$ cat src/verilog/hyper_axi_pkg.sv
// ============================================================
// AXI-side constants and types; only full 64-bit INCR bursts
// on beat-aligned addresses are supported
// ============================================================
package hyper_axi_pkg;

    localparam int unsigned AxiAddrWidth = 32;
    localparam int unsigned AxiDataWidth = 64;
    localparam int unsigned WordsPerBeat = 2;

    typedef logic [AxiAddrWidth-1:0]   axi_addr_t;
    // Number of beats minus one
    typedef logic [7:0]                axi_len_t;
    typedef logic [AxiDataWidth-1:0]   axi_data_t;
    typedef logic [AxiDataWidth/8-1:0] axi_strb_t;
    typedef logic [1:0]                axi_resp_t;

    localparam axi_resp_t  RespOkay   = 2'd0;
    localparam axi_resp_t  RespSlvErr = 2'd2;
    localparam logic [1:0] BurstIncr  = 2'd1;

    // One beat, seen whole or as its PHY words (word 0 is the lower half)
    typedef union packed {
        axi_data_t                                               beat;
        logic [WordsPerBeat-1:0][AxiDataWidth/WordsPerBeat-1:0] words;
    } axi_beat_u;

endpackage

$ cat src/verilog/hyper_phy_pkg.sv
// ============================================================
// PHY-side constants and types; two chips of 8 MiB each,
// selected by the address bit just above the in-chip range
// ============================================================
package hyper_phy_pkg;

    localparam int unsigned PhyWordWidth    = 32;
    localparam int unsigned NumChips        = 2;
    localparam int unsigned ChipAddrBits    = 23;
    localparam int unsigned ChipSelWidth    = 1;
    localparam int unsigned HyperBurstWidth = 16;

    typedef logic [PhyWordWidth-1:0]    phy_word_t;
    typedef logic [PhyWordWidth/8-1:0]  phy_strb_t;
    // Address of a 16-bit word inside the selected chip
    typedef logic [31:0]                hyper_addr_t;
    // Burst length counted in 16-bit words
    typedef logic [HyperBurstWidth-1:0] hyper_blen_t;
    // One-hot
    typedef logic [NumChips-1:0]        chip_cs_t;

endpackage

$ cat src/verilog/ax_cmd_if.sv
`timescale 1ns/1ps
// ============================================================
// Arbitrated AR/AW request; payload holds until valid & ready
// ============================================================
interface ax_cmd_if;
    import hyper_axi_pkg::*;

    logic      valid;
    logic      ready;
    logic      write;
    axi_addr_t addr;
    axi_len_t  len;

    modport src (output valid, write, addr, len, input ready);
    modport dst (input valid, write, addr, len, output ready);
    modport mon (input valid, ready, write, addr, len);

endinterface

$ cat src/verilog/ax_arbiter.sv
`timescale 1ns/1ps
// ============================================================
// Round-robin AR/AW arbiter; the choice holds until handshake
// ============================================================
module ax_arbiter (
    input  logic                     clk_i,
    input  logic                     rst_ni,
    input  hyper_axi_pkg::axi_addr_t ar_addr_i,
    input  hyper_axi_pkg::axi_len_t  ar_len_i,
    input  logic                     ar_valid_i,
    output logic                     ar_ready_o,
    input  hyper_axi_pkg::axi_addr_t aw_addr_i,
    input  hyper_axi_pkg::axi_len_t  aw_len_i,
    input  logic                     aw_valid_i,
    output logic                     aw_ready_o,
    ax_cmd_if.src                    cmd
);

    logic turn_q;
    logic lock_q;
    logic sel_q;
    logic pick_write;
    logic sel_write;
    logic cmd_hs;

    // A lone request wins, a tie goes to the turn bit (0 = read)
    assign pick_write = aw_valid_i & (~ar_valid_i | turn_q);
    assign sel_write  = lock_q ? sel_q : pick_write;

    assign cmd.valid = sel_write ? aw_valid_i : ar_valid_i;
    assign cmd.write = sel_write;
    assign cmd.addr  = sel_write ? aw_addr_i : ar_addr_i;
    assign cmd.len   = sel_write ? aw_len_i : ar_len_i;

    assign cmd_hs     = cmd.valid & cmd.ready;
    assign ar_ready_o = cmd_hs & ~sel_write;
    assign aw_ready_o = cmd_hs & sel_write;

    always_ff @(posedge clk_i or negedge rst_ni) begin
        if (!rst_ni) begin
            turn_q <= 1'b0;
            lock_q <= 1'b0;
            sel_q  <= 1'b0;
        end else begin
            // Hold the winner while its request waits
            lock_q <= cmd.valid & ~cmd.ready;
            sel_q  <= sel_write;
            if (cmd_hs) begin
                turn_q <= ~turn_q;
            end
        end
    end

endmodule

$ cat src/verilog/burst_counter.sv
`timescale 1ns/1ps
// ============================================================
// Word and beat position of the active burst (two words/beat)
// ============================================================
module burst_counter (
    input  logic  clk_i,
    input  logic  rst_ni,
    ax_cmd_if.mon cmd,
    input  logic  word_hs_i,
    output logic  word_idx_o,
    output logic  final_word_o
);
    import hyper_axi_pkg::*;

    // Beats left after the current one
    axi_len_t beats_q;
    logic     word_q;
    logic     live_q;

    assign word_idx_o   = word_q;
    assign final_word_o = word_q & (beats_q == '0);

    always_ff @(posedge clk_i or negedge rst_ni) begin
        if (!rst_ni) begin
            beats_q <= '0;
            word_q  <= 1'b0;
            live_q  <= 1'b0;
        end else if (cmd.valid && cmd.ready) begin
            beats_q <= cmd.len;
            word_q  <= 1'b0;
            live_q  <= 1'b1;
        end else if (word_hs_i && live_q) begin
            word_q <= ~word_q;
            if (final_word_o) begin
                live_q <= 1'b0;
            end else if (word_q) begin
                beats_q <= beats_q - 1'b1;
            end
        end
    end

    a_no_overrun: assert property (@(posedge clk_i) disable iff (!rst_ni)
        word_hs_i |-> live_q)
        else $error("Word handshake after the final word of the burst");

endmodule

$ cat src/verilog/hyperbus_axi_front.sv
`timescale 1ns/1ps
// ============================================================
// AXI front end of a HyperBus controller; no IDs, INCR only,
// full 64-bit beats on aligned addresses
// ============================================================
module hyperbus_axi_front (
    input  logic                       clk_i,
    input  logic                       rst_ni,
    // AXI
    input  hyper_axi_pkg::axi_addr_t   ar_addr_i,
    input  hyper_axi_pkg::axi_len_t    ar_len_i,
    input  logic [1:0]                 ar_burst_i,
    input  logic                       ar_valid_i,
    output logic                       ar_ready_o,
    input  hyper_axi_pkg::axi_addr_t   aw_addr_i,
    input  hyper_axi_pkg::axi_len_t    aw_len_i,
    input  logic [1:0]                 aw_burst_i,
    input  logic                       aw_valid_i,
    output logic                       aw_ready_o,
    input  hyper_axi_pkg::axi_data_t   w_data_i,
    input  hyper_axi_pkg::axi_strb_t   w_strb_i,
    input  logic                       w_last_i,
    input  logic                       w_valid_i,
    output logic                       w_ready_o,
    output hyper_axi_pkg::axi_data_t   r_data_o,
    output hyper_axi_pkg::axi_resp_t   r_resp_o,
    output logic                       r_last_o,
    output logic                       r_valid_o,
    input  logic                       r_ready_i,
    output hyper_axi_pkg::axi_resp_t   b_resp_o,
    output logic                       b_valid_o,
    input  logic                       b_ready_i,
    // PHY
    input  hyper_phy_pkg::phy_word_t   rx_data_i,
    input  logic                       rx_last_i,
    input  logic                       rx_error_i,
    input  logic                       rx_valid_i,
    output logic                       rx_ready_o,
    output hyper_phy_pkg::phy_word_t   tx_data_o,
    output hyper_phy_pkg::phy_strb_t   tx_strb_o,
    output logic                       tx_last_o,
    output logic                       tx_valid_o,
    input  logic                       tx_ready_i,
    input  logic                       phy_b_error_i,
    input  logic                       phy_b_valid_i,
    output logic                       phy_b_ready_o,
    // Transfer command and status
    output logic                       trans_write_o,
    output hyper_phy_pkg::hyper_addr_t trans_addr_o,
    output hyper_phy_pkg::hyper_blen_t trans_burst_o,
    output hyper_phy_pkg::chip_cs_t    trans_cs_o,
    output logic                       trans_valid_o,
    input  logic                       trans_ready_i,
    output logic                       trans_active_o
);
    import hyper_axi_pkg::*;

    logic rx_hs;
    logic tx_hs;
    logic word_idx;
    logic final_word;
    logic wdata_phase;

    ax_cmd_if cmd_if ();

    assign rx_hs = rx_valid_i & rx_ready_o;
    assign tx_hs = tx_valid_o & tx_ready_i;

    // ========================================================
    // Request path
    // ========================================================

    ax_arbiter i_ax_arbiter (
        .clk_i      (clk_i),
        .rst_ni     (rst_ni),
        .ar_addr_i  (ar_addr_i),
        .ar_len_i   (ar_len_i),
        .ar_valid_i (ar_valid_i),
        .ar_ready_o (ar_ready_o),
        .aw_addr_i  (aw_addr_i),
        .aw_len_i   (aw_len_i),
        .aw_valid_i (aw_valid_i),
        .aw_ready_o (aw_ready_o),
        .cmd        (cmd_if.src)
    );

    transfer_fsm i_transfer_fsm (
        .clk_i          (clk_i),
        .rst_ni         (rst_ni),
        .cmd            (cmd_if.dst),
        .ar_burst_i     (ar_burst_i),
        .aw_burst_i     (aw_burst_i),
        .trans_write_o  (trans_write_o),
        .trans_addr_o   (trans_addr_o),
        .trans_burst_o  (trans_burst_o),
        .trans_cs_o     (trans_cs_o),
        .trans_valid_o  (trans_valid_o),
        .trans_ready_i  (trans_ready_i),
        .rx_last_i      (rx_last_i),
        .rx_hs_i        (rx_hs),
        .tx_last_hs_i   (tx_hs & tx_last_o),
        .phy_b_hs_i     (phy_b_valid_i & phy_b_ready_o),
        .wdata_phase_o  (wdata_phase),
        .trans_active_o (trans_active_o)
    );

    // Reads and writes never overlap, so one counter serves both
    burst_counter i_burst_counter (
        .clk_i        (clk_i),
        .rst_ni       (rst_ni),
        .cmd          (cmd_if.mon),
        .word_hs_i    (rx_hs | tx_hs),
        .word_idx_o   (word_idx),
        .final_word_o (final_word)
    );

    // ========================================================
    // Data paths
    // ========================================================

    read_coalescer i_read_coalescer (
        .clk_i        (clk_i),
        .rst_ni       (rst_ni),
        .rx_data_i    (rx_data_i),
        .rx_last_i    (rx_last_i),
        .rx_error_i   (rx_error_i),
        .rx_valid_i   (rx_valid_i),
        .rx_ready_o   (rx_ready_o),
        .word_idx_i   (word_idx),
        .final_word_i (final_word),
        .r_data_o     (r_data_o),
        .r_resp_o     (r_resp_o),
        .r_last_o     (r_last_o),
        .r_valid_o    (r_valid_o),
        .r_ready_i    (r_ready_i)
    );

    write_splitter i_write_splitter (
        .w_data_i      (w_data_i),
        .w_strb_i      (w_strb_i),
        .w_last_i      (w_last_i),
        .w_valid_i     (w_valid_i),
        .w_ready_o     (w_ready_o),
        .wdata_phase_i (wdata_phase),
        .word_idx_i    (word_idx),
        .final_word_i  (final_word),
        .tx_data_o     (tx_data_o),
        .tx_strb_o     (tx_strb_o),
        .tx_last_o     (tx_last_o),
        .tx_valid_o    (tx_valid_o),
        .tx_ready_i    (tx_ready_i)
    );

    // Write response straight from the PHY
    assign b_valid_o     = phy_b_valid_i;
    assign phy_b_ready_o = b_ready_i;
    assign b_resp_o      = phy_b_error_i ? RespSlvErr : RespOkay;

endmodule

$ cat src/verilog/read_coalescer.sv
`timescale 1ns/1ps
// ============================================================
// Packs two PHY words into one R beat; one-beat buffer, so a
// new word is taken only while the held beat pops
// ============================================================
module read_coalescer (
    input  logic                       clk_i,
    input  logic                       rst_ni,
    input  hyper_phy_pkg::phy_word_t   rx_data_i,
    input  logic                       rx_last_i,
    input  logic                       rx_error_i,
    input  logic                       rx_valid_i,
    output logic                       rx_ready_o,
    input  logic                       word_idx_i,
    input  logic                       final_word_i,
    output hyper_axi_pkg::axi_data_t   r_data_o,
    output hyper_axi_pkg::axi_resp_t   r_resp_o,
    output logic                       r_last_o,
    output logic                       r_valid_o,
    input  logic                       r_ready_i
);
    import hyper_axi_pkg::*;

    axi_beat_u buf_q;
    logic      last_q;
    logic      valid_q;
    logic      err_q;
    logic      rx_hs;
    logic      pop;
    logic      beat_done;

    assign rx_ready_o = ~valid_q | r_ready_i;
    assign rx_hs      = rx_valid_i & rx_ready_o;
    assign pop        = valid_q & r_ready_i;
    assign beat_done  = word_idx_i | rx_last_i;

    always_ff @(posedge clk_i) begin
        if (rx_hs) begin
            buf_q.words[word_idx_i] <= rx_data_i;
            last_q                  <= rx_last_i;
        end
    end

    always_ff @(posedge clk_i or negedge rst_ni) begin
        if (!rst_ni) begin
            valid_q <= 1'b0;
            err_q   <= 1'b0;
        end else begin
            if (rx_hs && beat_done) begin
                valid_q <= 1'b1;
            end else if (pop) begin
                valid_q <= 1'b0;
            end
            // Sticky over the words of one beat
            err_q <= (err_q & ~pop) | (rx_hs & rx_error_i);
        end
    end

    assign r_data_o  = buf_q.beat;
    assign r_resp_o  = err_q ? RespSlvErr : RespOkay;
    assign r_last_o  = last_q;
    assign r_valid_o = valid_q;

    a_rx_last: assert property (@(posedge clk_i) disable iff (!rst_ni)
        rx_hs |-> (rx_last_i == final_word_i))
        else $error("PHY read length differs from the AXI burst");

endmodule

$ cat src/verilog/transfer_fsm.sv
`timescale 1ns/1ps
// ============================================================
// One transfer at a time; new commands only while idle
// ============================================================
module transfer_fsm (
    input  logic                       clk_i,
    input  logic                       rst_ni,
    ax_cmd_if.dst                      cmd,
    input  logic [1:0]                 ar_burst_i,
    input  logic [1:0]                 aw_burst_i,
    output logic                       trans_write_o,
    output hyper_phy_pkg::hyper_addr_t trans_addr_o,
    output hyper_phy_pkg::hyper_blen_t trans_burst_o,
    output hyper_phy_pkg::chip_cs_t    trans_cs_o,
    output logic                       trans_valid_o,
    input  logic                       trans_ready_i,
    input  logic                       rx_last_i,
    input  logic                       rx_hs_i,
    input  logic                       tx_last_hs_i,
    input  logic                       phy_b_hs_i,
    output logic                       wdata_phase_o,
    output logic                       trans_active_o
);
    import hyper_axi_pkg::*;
    import hyper_phy_pkg::*;

    enum logic [1:0] {StIdle, StRead, StWrite} state_q, state_d;
    logic                    idle;
    logic                    trans_hs;
    logic                    wdata_q;
    logic [ChipSelWidth-1:0] chip_idx;

    assign idle          = (state_q == StIdle);
    assign trans_valid_o = cmd.valid & idle;
    assign cmd.ready     = trans_ready_i & idle;
    assign trans_hs      = trans_valid_o & trans_ready_i;

    // ========================================================
    // Command conversion
    // ========================================================

    assign trans_write_o = cmd.write;
    assign chip_idx      = cmd.addr[ChipAddrBits +: ChipSelWidth];
    assign trans_addr_o  = hyper_addr_t'(cmd.addr[ChipAddrBits-1:1]);
    // Four 16-bit words per beat
    assign trans_burst_o = (hyper_blen_t'(cmd.len) + hyper_blen_t'(1)) << 2;

    always_comb begin
        trans_cs_o           = '0;
        trans_cs_o[chip_idx] = 1'b1;
    end

    // ========================================================
    // State and status
    // ========================================================

    always_comb begin
        state_d = state_q;
        case (state_q)
            StIdle: begin
                if (trans_hs) begin
                    state_d = cmd.write ? StWrite : StRead;
                end
            end
            StRead: begin
                if (rx_hs_i && rx_last_i) begin
                    state_d = StIdle;
                end
            end
            StWrite: begin
                // Done once the PHY write response is handed to B
                if (phy_b_hs_i) begin
                    state_d = StIdle;
                end
            end
            default: state_d = StIdle;
        endcase
    end

    always_ff @(posedge clk_i or negedge rst_ni) begin
        if (!rst_ni) begin
            state_q <= StIdle;
            wdata_q <= 1'b0;
        end else begin
            state_q <= state_d;
            if (trans_hs && cmd.write) begin
                wdata_q <= 1'b1;
            end else if (tx_last_hs_i) begin
                wdata_q <= 1'b0;
            end
        end
    end

    assign wdata_phase_o  = wdata_q;
    assign trans_active_o = ~idle;

    a_burst_incr: assert property (@(posedge clk_i) disable iff (!rst_ni)
        trans_hs |-> ((cmd.write ? aw_burst_i : ar_burst_i) == BurstIncr))
        else $error("Only INCR bursts are supported");

    a_beat_align: assert property (@(posedge clk_i) disable iff (!rst_ni)
        trans_hs |-> (cmd.addr[2:0] == 3'b000))
        else $error("Burst address is not 8-byte aligned");

endmodule

$ cat src/verilog/write_splitter.sv
`timescale 1ns/1ps
// ============================================================
// Splits W beats into two PHY words, lower half first
// ============================================================
module write_splitter (
    input  hyper_axi_pkg::axi_data_t w_data_i,
    input  hyper_axi_pkg::axi_strb_t w_strb_i,
    input  logic                     w_last_i,
    input  logic                     w_valid_i,
    output logic                     w_ready_o,
    input  logic                     wdata_phase_i,
    input  logic                     word_idx_i,
    input  logic                     final_word_i,
    output hyper_phy_pkg::phy_word_t tx_data_o,
    output hyper_phy_pkg::phy_strb_t tx_strb_o,
    output logic                     tx_last_o,
    output logic                     tx_valid_o,
    input  logic                     tx_ready_i
);
    import hyper_phy_pkg::*;

    assign tx_data_o  = w_data_i[word_idx_i*PhyWordWidth +: PhyWordWidth];
    assign tx_strb_o  = w_strb_i[word_idx_i*(PhyWordWidth/8) +: PhyWordWidth/8];
    assign tx_last_o  = final_word_i;
    assign tx_valid_o = w_valid_i & wdata_phase_i;

    // The beat is consumed with its upper word
    assign w_ready_o = tx_valid_o & tx_ready_i & word_idx_i;

    always_comb begin
        if (w_valid_i && w_ready_o) begin
            a_w_last: assert final (w_last_i == final_word_i)
                else $error("W last does not match the burst length");
        end
    end

endmodule
$ cat config.mk
export PLATFORM = sky130hd
export DESIGN_NAME = hyperbus_axi_front
export DESIGN_NICKNAME = d
export VERILOG_FILES = /design/src/verilog/hyper_axi_pkg.sv /design/src/verilog/hyper_phy_pkg.sv /design/src/verilog/ax_cmd_if.sv /design/src/verilog/ax_arbiter.sv /design/src/verilog/burst_counter.sv /design/src/verilog/hyperbus_axi_front.sv /design/src/verilog/read_coalescer.sv /design/src/verilog/transfer_fsm.sv /design/src/verilog/write_splitter.sv
export SDC_FILE = /design/constraint.sdc
export NUM_CORES = 1
export LEC_CHECK = 0
export BUFFER_PORTS_ARGS = -buffer_cell sky130_fd_sc_hd__buf_2
export CORE_AREA = 2 2 143 145
export CTS_BUF_LIST = sky130_fd_sc_hd__clkbuf_16
export DETAILED_ROUTE_END_ITERATION = 10
export DIE_AREA = 0 0 145 147
export HOLD_SLACK_MARGIN = 0.02
export PLACE_DENSITY_LB_ADDON = 0.2
export RECOVER_POWER = 100
export SLEW_MARGIN = 5
export SYNTH_ARGS = -nofsm -noshare
export SYNTH_HDL_FRONTEND = slang
export SYNTH_SLANG_ARGS = --single-unit
$ cat constraint.sdc
create_clock -name clk_i -period 5.3 [get_ports clk_i]
set_input_delay 0.795 -clock clk_i [delete_from_list [all_inputs] [get_ports clk_i]]
set_output_delay 0.795 -clock clk_i [all_outputs]
set_load 0.01 [all_outputs]
==> impl_metrics.yaml, run 1 <==
outcome:
  status: "finished, violations left"
  failed_checks: "max-capacitance violations, max-slew violations"
global_route:
  grt_antenna_before_repair: 5
  grt_pass1_wl_mm: 19.8
  grt_usage_pct: 12.1
  gr-total-overflow: 0
  grt_pass1_vias: 3683
  grt_start_max_net_pins: 37
die:
  die_area_um2: 21300
  core_um2: 19800
  row_count: 52
  die_h_um: 147
  pin_count: 370
  fp.dieW_um: 145
  start_util_pct: 21.0
clock_network:
  insertion_delay_ns: 0.34
  htreeDepth: 3
  cts_tree: "yes"
  cts_root_buffer: "clkbuf_16"
  path_clk_slew_ns: 0.07
  clock-sinks: 83
  clk_path_buf_depth: 2
  cts_resized: 0
  cts_buffers: 9
  postCtsHoldBufs: 0
  post_cts_buffers: 0
placement:
  port_buffers: 325
  dp_hpwl_mm: 10.9
  routabilityCongestion: 0.791
  post-place-ws_ns: 1.86
synthesis:
  synthCells: 301
  synth_seq_area_share_pct: 57.6
  synth_top_family_by_area: "multiplexers"
  synth_xor_area_share_pct: 2.94
  synth-seq-cells: 83
  yosysWarnings: 0
  synthFlopType: "edfxtp_1"
  synth_compound_area_share_pct: 3.21
  yosys.area.top_type_share_pct: 46.8
  synth.area.top_cells: "edfxtp_1, mux2_2, dfrtp_1"
  synth_adder_area_share_pct: 0.900
  synth_cell_type_count: 44
  synthSimpleGateAreaFrac_pct: 8.64
  synth.mux.area_fraction_pct: 20.1
  synth_area_um2: 4170
  synth_async_sr_flop_share_pct: 21.7
  synth-edff-count: 65
  synth_largest_area_cell: "edfxtp_1"
  avgSynthCellArea_um2: 13.9
timing:
  drv_slew: 66
  fin_tns_setup_ns: 0
  rsz0062_at_grt: "false"
  finalCriticalPeriod_ns: 3.86
  max_freq_mhz: 259
  setup_viol: 0
  relSlewSlack_pct: -96.4
  post-route-period-util_pct: 72.9
  worst_slew_pin_slew_ns: 2.94
  clock_skew_ns: 0.00995
  setup_ws_ns: 1.44
  hold_viol: 0
layout:
  drive_gt1_share_pct: 37.5
  nets: 828
  n_antenna_cell: 0
  area_delta_synth_final_pct: 44.9
  final_cell_mix: "clkbuf_1, buf_2, edfxtp_1"
  final_common_cell: "clkbuf_1"
routing:
  drt_iter0_drc: 97
  wl_per_cell_um: 14.7
  ant_nets: 0
  vias_per_cell: 3.95
  wirelength_mm: 13.2
  firstDrtPassIters: 4
  vias: 3546
  drc_errors: 0
critical_path:
  r2r-start: "i_read_coalescer.r_valid_o"
  ff2ff_path_depth: 3
  startpoint_type: "primary input"
  critPathArrivalTime_ns: 3.07
  timing.rr.end: "i_read_coalescer.r_data_o[14]"
  r2r_setup_slack_ns: 1.85
  worst-path-max-fanout: 26
  cp-end-kind: "primary output"
  required_ns: 4.51
  crit_type: "primary input to primary output"
pwr:
  vdd_ir_drop_max_mv: 0.173
  p_leak_nw: 2.44
  powerDensity_nw_per_um2: 433
hold_path:
  hold_class: "register to register"
  hold_path_end: "i_ax_arbiter.turn_q"
  hold_depth: 1
  hp-start: "i_ax_arbiter.turn_q"
flow_run:
  drv_cap: 2
-- routing by layer --
metal,share of wire [%],global-route usage (%),vias up,routed length (µm)
met5,0,0,-,0
met4,1.5,3.32,0,198
met3,9.0,3.94,20,1190
met2,50,21.8,219,6620
met1,39,13.7,1603,5210
li1,-,-,1704,-
-- how the worst max path moves through the flow --
stage | to | cells past startpoint | from | slack [ns]
finish | trans_addr_o[5] | 6 | ar_valid_i | 1.44
CTS | trans_burst_o[6] | 9 | ar_valid_i | 1.84
detailed placement | trans_burst_o[6] | 9 | ar_valid_i | 1.86
global placement | trans_burst_o[6] | 9 | ar_valid_i | 1.88
floorplan | trans_burst_o[6] | 8 | ar_valid_i | 2.09
global route | aw_ready_o | 6 | ar_valid_i | 1.13
-- worst max-delay path: stages --
cell and delay [ns]:
clkbuf_1 0.09, nor2b_1 0.15, o21ai_4 0.45, clkbuf_1 0.97
mux2_1 0.44, buf_2 0.16
-- state kept, by name (all words and copies together), names as in the netlist --
name                          cells
i_read_coalescer.r_data_o        64
i_burst_counter.beats_q           8
i_transfer_fsm.state_q            2
i_ax_arbiter.lock_q               1
i_ax_arbiter.sel_q                1
i_ax_arbiter.turn_q               1
i_burst_counter.live_q            1
i_burst_counter.word_idx_o        1
i_read_coalescer.err_q            1
i_read_coalescer.r_last_o         1
i_read_coalescer.r_valid_o        1
i_transfer_fsm.wdata_phase_o      1
-- power breakdown --
group	internal, mW	switching (mW)	total (mW)
clock	0.363	0.254	0.618
sequential	0.865	0.0889	0.954
combinational	0.454	0.590	1.04
total	1.68	0.933	2.61
-- metrics by stage --
| stage | area, µm² | power (mW) | hold slack (ns) | utilization, % | std cells |
|---|---|---|---|---|---|
| 2_1_floorplan | 4240 | 1.70 | 0.447 | - | 319 |
| 3_3_place_gp | 5990 | 2.11 | 0.466 | 30.2 | 881 |
| 3_5_place_dp | 5990 | 2.11 | 0.464 | 30.2 | 881 |
| 4_1_cts | 6280 | 2.75 | 0.406 | 31.7 | 897 |
| 5_1_grt | 6040 | 2.80 | 0.510 | 30.5 | 897 |
| 6_report | 6040 | 2.61 | 0.471 | 30.5 | 897 |
-- kinds of logic after synthesis --
| kind of cell | after synthesis |
|---|---|
| AO/OA/AOI/OAI | 21 |
| XOR/XNOR | 14 |
| adder cells (fa/ha/maj) | 3 |
| buffers and inverters | 42 |
| flip-flops | 83 |
| multiplexers | 76 |
| other | 1 |
| AND/OR/NAND/NOR | 61 |
-- Yosys cell counts (4+ instances only) --
cell       n
edfxtp_1  65
mux2_2    59
buf_4     27
dfrtp_1   18
mux2i_1   16
nand2_1   16
nor2_1    10
xor2_1    10
inv_1      7
nand3_1    6
o21ai_0    6
a21oi_1    5
and3_1     4
clkbuf_1   4
xnor2_1    4
-- final cells by class --
class,instances,area (µm²)
Clock buffer,9,225
Clock inverter,7,67.6
Multi-Input combinational cell,194,1560
Sequential cell,83,2400
Inverter,7,26.3
Timing Repair Buffer,327,1430
Fill cell,2159,13800
Tap cell,270,338
No activity file was read; power rests on OpenSTA's default activity.
==> run 2: changes to the inputs <==
CORE_AREA = 2 2 144 146   (was 2 2 143 145)
DIE_AREA = 0 0 146 148   (was 0 0 145 147)
clock period = 3.6 ns   (was 5.3 ns; I/O delays follow)
==> run 2 against run 1 <==
Against the previous run:
- the flow still finishes with violations (max-capacitance violations, max-slew violations)
- final area decreased by 0.29%
- cell count is 0.22% higher
- utilization decreased by 0.38 points
- sequential share of layout area grew 0.12 points
- hold slack got worse by 0.11 ns
- clock-buffer cell count did not move
- first-iteration DRC count is 45% higher
- clock skew down 0.00052 ns
- clock power up 34%
- power up 45%
==> impl_metrics.yaml, run 2 (synthesized netlist as in run 1, its figures left out) <==
global_route:
  grt_pass1_vias: 3572
  grt_start_max_net_pins: 33
  gr-total-overflow: 0
  grt_usage_pct: 11.1
  grt_pass1_wl_mm: 18.8
  grt_antenna_before_repair: 0
die:
  row_count: 52
  pin_count: 370
  start_util_pct: 20.8
  fp.dieW_um: 146
  die_h_um: 148
  die_area_um2: 21600
  core_um2: 20000
routing:
  drc_errors: 0
  wirelength_mm: 12.7
  wl_per_cell_um: 14.2
  ant_nets: 0
  vias_per_cell: 3.94
  drt_iter0_drc: 141
  vias: 3542
  firstDrtPassIters: 4
pwr:
  vdd_ir_drop_max_mv: 0.256
  p_leak_nw: 2.45
  switchingPower_mw: 1.37
  powerDensity_nw_per_um2: 628
  clkPwrFrac_pct: 21.9
  p_seq_share_pct: 37.5
  internal_power_mw: 2.41
  sw_frac_of_total_pct: 36.3
  combPwrFrac_pct: 40.6
layout:
  drive_gt1_share_pct: 38.8
  nets: 830
  final_cell_mix: "clkbuf_1, buf_2, edfxtp_1"
  area_delta_synth_final_pct: 44.5
  largest_register_ffs: 64
  final_common_cell: "clkbuf_1"
  n_antenna_cell: 0
  finish.instance_area_um2: 6030
critical_path:
  crit_family: "buffers and inverters"
  crit_type: "register to primary output"
  crit_slowest_cell: "dfrtp_1"
  worstSetupStartpoint: "i_burst_counter.word_idx_o"
  crit_chain: "clkbuf_2 -> mux2_2 -> clkbuf_1"
  endpoint: "tx_data_o[20]"
  worst-path-stages: 3
  worst-path-max-fanout: 30
  cp-end-kind: "primary output"
  timing.rr.end: "i_read_coalescer.r_data_o[60]"
  startpoint_type: "register"
  cp_num_buf_inv: 2
  ff2ff_path_depth: 2
  required_ns: 3.06
  critPathMaxStageDelay_ns: 0.76
  r2r_setup_slack_ns: 0.81
  critPathArrivalTime_ns: 2.33
  r2r-start: "i_burst_counter.word_idx_o"
clock_network:
  postCtsHoldBufs: 0
  clock-sinks: 83
  cts_resized: 0
  cts_root_buffer: "clkbuf_16"
  cts_tree: "yes"
  cts_buffers: 9
  post_cts_buffers: 0
  clk_path_buf_depth: 2
  insertion_delay_ns: 0.34
  htreeDepth: 3
  path_clk_slew_ns: 0.06
timing:
  finalCriticalPeriod_ns: 2.87
  post-route-period-util_pct: 79.7
  drv_slew: 66
  relSlewSlack_pct: -23.4
  fin_tns_setup_ns: 0
  rsz0062_at_grt: "false"
  clock_skew_ns: 0.00943
  max_freq_mhz: 349
  setup_viol: 0
  worst_slew_pin_slew_ns: 1.85
  holdWs_ns: 0.360
  hold_viol: 0
placement:
  dp_hpwl_mm: 10.5
  port_buffers: 325
  dpl_cell_area_um2: 6000
  routabilityCongestion: 0.808
flow_run:
  drv_cap: 2
hold_path:
  hold_class: "primary input to async pin"
outcome:
  status: "finished, violations left"
  failed_checks: "max-capacitance violations, max-slew violations"
run 2: changes by cell type in the layout (fill, tap and decap cells not counted), sizes merged:
| cell | previous run | this run |
|---|---|---|
| clkbuf | 177 | 175 |
| buf | 159 | 163 |
| inv | 8 | 9 |
| bufinv | 1 | 0 |
run 2: cell type report:
class                           instances  area, µm²
Multi-Input combinational cell        194       1550
Tap cell                              270        338
Timing Repair Buffer                  329       1450
Inverter                                7       26.3
Fill cell                            2202      14000
Clock inverter                          7       43.8
Sequential cell                        83       2400
Clock buffer                            9        225
run 2: power by group through the flow:
stage | sequential [mW] | clock (mW) | combinational, mW
finish | 1.42 | 0.828 | 1.54
global route | 1.45 | 0.918 | 1.70
CTS | 1.43 | 0.871 | 1.70
detailed placement | 1.44 | 0 | 1.69
global placement | 1.44 | 0 | 1.68
floorplan | 1.45 | 0 | 1.06
run 2: worst reg2reg max path: cells and delay by family (launching register included):
family | cells | cell delay [ns]
AND/OR/NAND/NOR | 1 | 0.26
flip-flops | 1 | 0.76
buffers and inverters | 1 | 1.32
run 2: routing by layer:
| layer | global-route usage (%) | routed length (µm) | vias up |
|---|---|---|---|
| met5 | 0 | 0 | - |
| met4 | 3.83 | 222 | 0 |
| met3 | 3.46 | 1050 | 9 |
| met2 | 19.4 | 6370 | 219 |
| met1 | 12.9 | 5090 | 1603 |
| li1 | - | - | 1711 |
run 2: through the flow:
stage / instances / total power, mW / setup slack (ns) / util, %
after floorplan: 319 / 2.51 / 0.844 / -
after global placement: 883 / 3.12 / 0.894 / 30.0
after detailed placement: 883 / 3.13 / 0.887 / 30.0
after CTS: 899 / 3.99 / 0.656 / 31.3
after global routing: 899 / 4.06 / 0.460 / 30.1
final: 899 / 3.78 / 0.731 / 30.1
run 2: worst min path at each step:
stage          cells past startpoint  slack [ns]                      endpoint           startpoint
2_1_floorplan                      0        0.24           i_ax_arbiter.lock_q               rst_ni
3_3_place_gp                       1        0.48           i_ax_arbiter.turn_q  i_ax_arbiter.turn_q
4_1_cts                            1        0.14     i_transfer_fsm.state_q[1]               rst_ni
5_1_grt                            1        0.38  i_read_coalescer.r_data_o[1]         rx_data_i[1]
3_5_place_dp                       1        0.47           i_ax_arbiter.turn_q  i_ax_arbiter.turn_q
6_report                           1        0.36            i_ax_arbiter.sel_q               rst_ni
